<file path="src/design/arb_pkg.sv">
`default_nettype none

package arb_pkg;

    // Number of requesting sources in front of the shared port
    localparam int num_srcs = 4;
    localparam int src_idx_w = $clog2(num_srcs);

    // Each source owns a small request queue of this many beats
    localparam int queue_depth = 4;
    localparam int queue_ptr_w = $clog2(queue_depth);
    localparam int queue_cnt_w = $clog2(queue_depth + 1);

    // One beat of a packet; last closes the packet and releases the arbiter lock
    typedef struct packed {
        logic [15:0] addr_tag;
        logic [15:0] data;
        logic        last;
    } req_payload_t;

endpackage

`default_nettype wire

</file>
<file path="src/design/grant_out_stage.sv">
`timescale 1ns/1ps
`default_nettype none

module grant_out_stage #(
    parameter type payload_t = arb_pkg::req_payload_t
) (
    input  wire logic                                    clk,
    input  wire logic                                    reset,
    input  wire payload_t [arb_pkg::num_srcs-1:0]        heads,
    input  wire logic     [arb_pkg::num_srcs-1:0]        grant_onehot,
    input  wire logic     [arb_pkg::src_idx_w-1:0]       grant_index,
    input  wire logic                                    grant_valid,
    output logic          [arb_pkg::num_srcs-1:0]        pop,
    output logic                                         unlock,
    output logic                                         out_valid,
    output payload_t                                     out_payload,
    output logic          [arb_pkg::src_idx_w-1:0]       out_src
);
    import arb_pkg::*;

    payload_t sel_head;

    assign sel_head = heads[grant_index];

    assign pop    = grant_onehot & {num_srcs{grant_valid}};
    // Releasing on the last beat lets the next packet win on the following cycle
    assign unlock = grant_valid && sel_head.last;

    always_ff @(posedge clk) begin
        if (reset) begin
            out_valid <= 1'b0;
        end else begin
            out_valid <= grant_valid;
        end
    end

    // Payload and source hold between beats
    always_ff @(posedge clk) begin
        if (grant_valid) begin
            out_payload <= sel_head;
            out_src     <= grant_index;
        end
    end

endmodule

`default_nettype wire

</file>
<file path="src/design/packet_arbiter_top.sv">
`timescale 1ns/1ps
`default_nettype none

module packet_arbiter_top (
    input  wire logic                                       clk,
    input  wire logic                                       reset,
    input  wire logic                 [arb_pkg::num_srcs-1:0] push,
    input  wire arb_pkg::req_payload_t [arb_pkg::num_srcs-1:0] push_data,
    output logic                                            out_valid,
    output arb_pkg::req_payload_t                           out_payload,
    output logic                      [arb_pkg::src_idx_w-1:0] out_src,
    output logic                      [arb_pkg::num_srcs-1:0] overflow
);
    import arb_pkg::*;

    req_payload_t [num_srcs-1:0] heads;
    logic [num_srcs-1:0]         empty;
    logic [num_srcs-1:0]         pop;
    logic [num_srcs-1:0]         grant_onehot;
    logic [src_idx_w-1:0]        grant_index;
    logic                        grant_valid;
    logic                        unlock;

    for (genvar i = 0; i < num_srcs; i++) begin : g_queue
        req_queue #(
            .payload_t (req_payload_t)
        ) i_queue (
            .clk       (clk),
            .reset     (reset),
            .push      (push[i]),
            .push_data (push_data[i]),
            .pop       (pop[i]),
            .head      (heads[i]),
            .empty     (empty[i]),
            .overflow  (overflow[i])
        );
    end

    rr_arbiter #(
        .lock_enable (1'b1)
    ) i_arbiter (
        .clk          (clk),
        .reset        (reset),
        .unlock       (unlock),
        .requests     (~empty),
        .grant_index  (grant_index),
        .grant_onehot (grant_onehot),
        .grant_valid  (grant_valid)
    );

    grant_out_stage #(
        .payload_t (req_payload_t)
    ) i_out_stage (
        .clk          (clk),
        .reset        (reset),
        .heads        (heads),
        .grant_onehot (grant_onehot),
        .grant_index  (grant_index),
        .grant_valid  (grant_valid),
        .pop          (pop),
        .unlock       (unlock),
        .out_valid    (out_valid),
        .out_payload  (out_payload),
        .out_src      (out_src)
    );

endmodule

`default_nettype wire

</file>
<file path="src/design/req_queue.sv">
`timescale 1ns/1ps
`default_nettype none

module req_queue #(
    parameter type payload_t = arb_pkg::req_payload_t
) (
    input  wire logic     clk,
    input  wire logic     reset,
    input  wire logic     push,
    input  wire payload_t push_data,
    input  wire logic     pop,
    output payload_t      head,
    output logic          empty,
    output logic          overflow
);
    import arb_pkg::*;

    payload_t mem [queue_depth];

    logic [queue_ptr_w-1:0] wr_ptr;
    logic [queue_ptr_w-1:0] rd_ptr;
    logic [queue_cnt_w-1:0] count;
    logic                   full;
    logic                   do_push;
    logic                   do_pop;

    assign empty = (count == '0);
    assign full  = (count == queue_cnt_w'(queue_depth));

    // A pop in the same cycle frees the slot, so a full queue can still take a push
    assign do_pop  = pop && !empty;
    assign do_push = push && (!full || do_pop);

    assign head = mem[rd_ptr];

    always_ff @(posedge clk) begin
        if (do_push) begin
            mem[wr_ptr] <= push_data;
        end
    end

    always_ff @(posedge clk) begin
        if (reset) begin
            wr_ptr   <= '0;
            rd_ptr   <= '0;
            count    <= '0;
            overflow <= 1'b0;
        end else begin
            if (do_push) begin
                if (wr_ptr == queue_ptr_w'(queue_depth - 1)) begin
                    wr_ptr <= '0;
                end else begin
                    wr_ptr <= wr_ptr + 1'b1;
                end
            end

            if (do_pop) begin
                if (rd_ptr == queue_ptr_w'(queue_depth - 1)) begin
                    rd_ptr <= '0;
                end else begin
                    rd_ptr <= rd_ptr + 1'b1;
                end
            end

            case ({do_push, do_pop})
                2'b10:   count <= count + 1'b1;
                2'b01:   count <= count - 1'b1;
                default: count <= count;
            endcase

            // A dropped beat keeps the flag up until reset
            if (push && !do_push) begin
                overflow <= 1'b1;
            end
        end
    end

endmodule

`default_nettype wire

</file>
<file path="src/design/rr_arbiter.sv">
`timescale 1ns/1ps
`default_nettype none

module rr_arbiter #(
    parameter bit lock_enable = 1'b0
) (
    input  wire logic                          clk,
    input  wire logic                          reset,
    input  wire logic                          unlock,
    input  wire logic [arb_pkg::num_srcs-1:0]  requests,
    output logic      [arb_pkg::src_idx_w-1:0] grant_index,
    output logic      [arb_pkg::num_srcs-1:0]  grant_onehot,
    output logic                               grant_valid
);
    import arb_pkg::*;

    logic [num_srcs-1:0] pointer_reg;
    logic [num_srcs-1:0] req_masked;
    logic [num_srcs-1:0] mask_higher_pri;
    logic [num_srcs-1:0] unmask_higher_pri;
    logic [num_srcs-1:0] grant_masked;
    logic [num_srcs-1:0] grant_unmasked;
    logic                no_req_masked;

    assign req_masked    = requests & pointer_reg;
    assign no_req_masked = ~(|req_masked);

    // Bit i of each chain is set when some lower index already requests,
    // so the chain also marks every source above the winner
    always_comb begin
        logic seen_masked;
        logic seen_unmasked;
        seen_masked   = 1'b0;
        seen_unmasked = 1'b0;
        for (int i = 0; i < num_srcs; i++) begin
            mask_higher_pri[i]   = seen_masked;
            unmask_higher_pri[i] = seen_unmasked;
            seen_masked          = seen_masked | req_masked[i];
            seen_unmasked        = seen_unmasked | requests[i];
        end
    end

    assign grant_masked   = req_masked & ~mask_higher_pri;
    assign grant_unmasked = requests & ~unmask_higher_pri;

    // Fall back to the plain priority chain when nobody is inside the mask
    assign grant_onehot = ({num_srcs{no_req_masked}} & grant_unmasked) | grant_masked;
    assign grant_valid  = |requests;

    always_comb begin
        grant_index = '0;
        for (int i = 0; i < num_srcs; i++) begin
            if (grant_onehot[i]) begin
                grant_index = src_idx_w'(i);
            end
        end
    end

    // With the lock on, the pointer only moves once the packet ends
    always_ff @(posedge clk) begin
        if (reset) begin
            pointer_reg <= '1;
        end else if (!lock_enable || unlock) begin
            if (!no_req_masked) begin
                pointer_reg <= mask_higher_pri;
            end else if (grant_valid) begin
                pointer_reg <= unmask_higher_pri;
            end
        end
    end

endmodule

`default_nettype wire

</file>
<file path="config.mk">
export PLATFORM = sky130hd
export DESIGN_NAME = packet_arbiter_top
export DESIGN_NICKNAME = d
export VERILOG_FILES = /design/src/design/arb_pkg.sv /design/src/design/grant_out_stage.sv /design/src/design/packet_arbiter_top.sv /design/src/design/req_queue.sv /design/src/design/rr_arbiter.sv
export SDC_FILE = /design/constraint.sdc
export NUM_CORES = 1
export LEC_CHECK = 0
export ABC_AREA = 1
export BUFFER_PORTS_ARGS = -buffer_cell sky130_fd_sc_hd__buf_2
export CAP_MARGIN = 20
export CORE_ASPECT_RATIO = 1.1
export CORE_MARGIN = 3
export CORE_UTILIZATION = 45
export DETAILED_ROUTE_END_ITERATION = 10
export MAX_ROUTING_LAYER = met4
export PLACE_DENSITY = 0.61
export SYNTH_ARGS = -nofsm -noshare
export SYNTH_HDL_FRONTEND = slang
export SYNTH_SLANG_ARGS = --single-unit
</file>
<file path="constraint.sdc">
create_clock -name clk -period 3.75 [get_ports clk]
set_input_delay 0.375 -clock clk [delete_from_list [all_inputs] [get_ports clk]]
set_output_delay 0.375 -clock clk [all_outputs]
set_load 0.02 [all_outputs]
</file>
==> results.md <==
- Reg clk slew, reported paths: 0.06 ns
- Max stage delay on crit path: 0.74 ns
- CP Class: flip-flop to flip-flop
- Place WS: 0.8536 ns
- DRT antenna net count: 0
- Main area contributors after synthesis: edfxtp_1, o21ai_0, nor2_1
- Number of synthesized flops with an enable pin: 563
- Sequential area share after synthesis: 74.47%
- Max_cap viols: 0
- Skew final: 0.02630 ns
- Lkg Pwr: 10.08 nW
- GRT Util Overall: 22.68%
- Synth Register Bits: 608
- R2R Path End: i_out_stage.out_payload[25]
- Core Region: 51920 um^2
- Congestion Overflow GR: 0
- Die area: 55940 um^2
- Gpl congestion: 0.8389
- Worst hold stages: 1
- Final Hold Slack: 0.03207 ns
- Reg2reg path depth: 11
- FF-to-FF Start: g_queue[0].i_queue.count[0]
- Clock sinks: 608
- Post-synth top area share: 70.70%
- Row Count: 87
- Area Overhead vs Synth: 19.60%
- Post-synth cell types: 39
- First-pass GRT wire length: 92680 um
- Final WL: 61920 um
- Crit-path slowest cell: inv_2
- PwrDens: 808.2 nW/um^2
- Hold Crit Endpoint: g_queue[2].i_queue.mem[3][13]
- Clock latency at the later pin of the worst-skew pair: 0.62 ns
- Gate Count Post-Synth: 1802
- Final setup viols: 0
- Die Y: 247.8 um
- Fraction of registers with async set/reset: 0%
- Outcome: completed
- H-tree Lvls: 2
- Initial core utilization: 46.05%
- Avg Vias per Cell: 5.532
- Biggest regs: g_queue.i_queue.mem (528), i_out_stage.out_payload (33), g_queue.i_queue.count (12)
- Layout Nets: 2251
- Worst Tran Pin Value: 0.9079 ns
- Buf/Inv on CP: 2
- Final Critical Period: 2.880 ns
- CP Capture Type: flip-flop
- Worst path required time: 4.12 ns
- HP Start: push_data[79]
- Ports: 178
- RSZ-0062 raised after global routing: no
- Synth warnings: 0
- Vias in the first global route: 15.32k
- Slew HR: 39.47%
- Fmax: 0.3472 GHz
- DRC viols: 0
- Peak VDD IR: 0.4727 mV
- R2R setup slack: 0.87 ns
- Top reg by flops: g_queue.i_queue.mem
- CP arrival: 3.25 ns
- Setup Buffers After CTS: 0
- Initial antenna violation count: 9
- Post-DP HPWL: 38050 um
- DR pass1 iterations: 6
- Clock Root Buffer: clkbuf_16
- Max Buffers Root-to-Sink: 3
- Die width: 225.8 um
- Final Util: 55.08%
- Tcrit/Tclk final: 76.81%
- Synth Net Count: 1968
- Max FO, Critical Path: 41
- Fillcell total: 4278
- Inserted Clock Buffers: 59
- CTS tree: yes
- PortBufs: 177
- Largest area contributor in the netlist: edfxtp_1
- Most frequent cells in the layout: edfxtp_1, o21ai_0, nor2_1, buf_2, dlygate4sd3_1
- Final Max Slew Viols: 0
- Total power: 23.11 mW
- CP most frequent cell: nand2_4
- Wire per inst: 22.05 um
- Syn Area/Cell: 13.27 um^2
- Via count: 15.54k
- Footprint of the multi-input gates: 5423 um^2
- Largest net degree at the start of global routing: 67
- Final Hold Viols: 0
- CTS resizes: 0
- CP startpoint kind: flip-flop
- Commonest non-fill, non-tap cell in the layout: edfxtp_1
- Delay-heaviest family, CP: simple AND/OR/NAND/NOR gates
- Worst path cell trace: nor2_2 -> nand2_4 -> inv_2 -> nand2_1 -> o21bai_2 -> nand2_4 -> nand2_4 -> inv_2 -> o221ai_1 -> nand3_1 -> nand2_1
- Worst setup margin: 0.8697 ns
- Hold-fix buffers, CTS: 117
- Syn Std Cell Area: 23910 um^2
- Setup TNS: 0 ns
- Max FFs per register: 528
- Primary FF master, synth: edfxtp_1
- DRT iter0 DRCs: 1319
- Worst min-delay path category: primary input to flip-flop
- Layout cells sized above 1: 16.31%
- Register area: 17810 um^2
## report_power, final
group / leakage (nW) / total, mW / switching, mW / internal [mW]
clock: 0.906 / 5.78 / 2.45 / 3.33
sequential: 5.59 / 9.14 / 0.459 / 8.68
combinational: 3.58 / 8.20 / 5.86 / 2.34
## metal layers
| layer | track usage [%] | wire length (um) |
|---|---|---|
| met5 | - | 0 |
| met4 | 6.431 | 1401 |
| met3 | 4.530 | 4657 |
| met2 | 35.76 | 29160 |
| met1 | 30.22 | 26700 |
## worst max path at each step
stage	from	cells past startpoint	end	slack [ns]
floorplan	g_queue[0].i_queue.count[0]	9	g_queue[0].i_queue.mem[0][0]	0.70
global placement	g_queue[1].i_queue.count[0]	11	i_out_stage.out_payload[6]	0.96
detailed placement	g_queue[1].i_queue.count[0]	11	i_out_stage.out_payload[3]	0.85
CTS	g_queue[1].i_queue.count[0]	11	i_out_stage.out_payload[3]	0.86
global route	g_queue[1].i_queue.count[0]	15	g_queue[2].i_queue.count[2]	0.60
finish	g_queue[0].i_queue.count[0]	11	i_out_stage.out_payload[25]	0.87
## layout make-up
cell class / instances / share of cell area [%]
flip-flops and latches: 608 / 62.28
multi-input cells: 1016 / 18.96
repair buffers: 331 / 8.295
clock buffers: 73 / 5.421
well taps: 667 / 2.918
clock inverters: 37 / 1.155
inverters: 69 / 0.9056
diodes: 7 / 0.06125
## through the flow
stage                     cell area (um^2)  instances
after CTS                            28580       2801
after floorplan                      23910       1802
after detailed placement             25530       2574
final                                28600       2808
after global routing                 28600       2807
after global placement               25530       2574
## Yosys cell counts (5+ instances only)
cell type	n
a21oi_1	54
buf_2	7
buf_4	5
buf_6	8
clkbuf_1	84
dfxtp_1	45
edfxtp_1	563
ha_1	24
inv_1	65
nand2_1	85
nand2_2	6
nand2_4	6
nand3_1	44
nor2_1	299
o211ai_1	8
o211ai_2	10
o21ai_0	303
o21ai_1	28
o21bai_1	17
o221ai_1	34
o22ai_1	71
## logic make-up (layout without fill, tap and decap cells)
logic type	Yosys count	after routing	synth area share (%)
AOI/OAI and AO/OA	535	535	12.88
other	0	7	0
buffers and inverters	178	510	3.281
adders and majority gates	28	28	1.591
and+or+nand+nor	453	453	7.776
DFF	608	608	74.47
No activity file was read; power rests on OpenSTA's default activity.
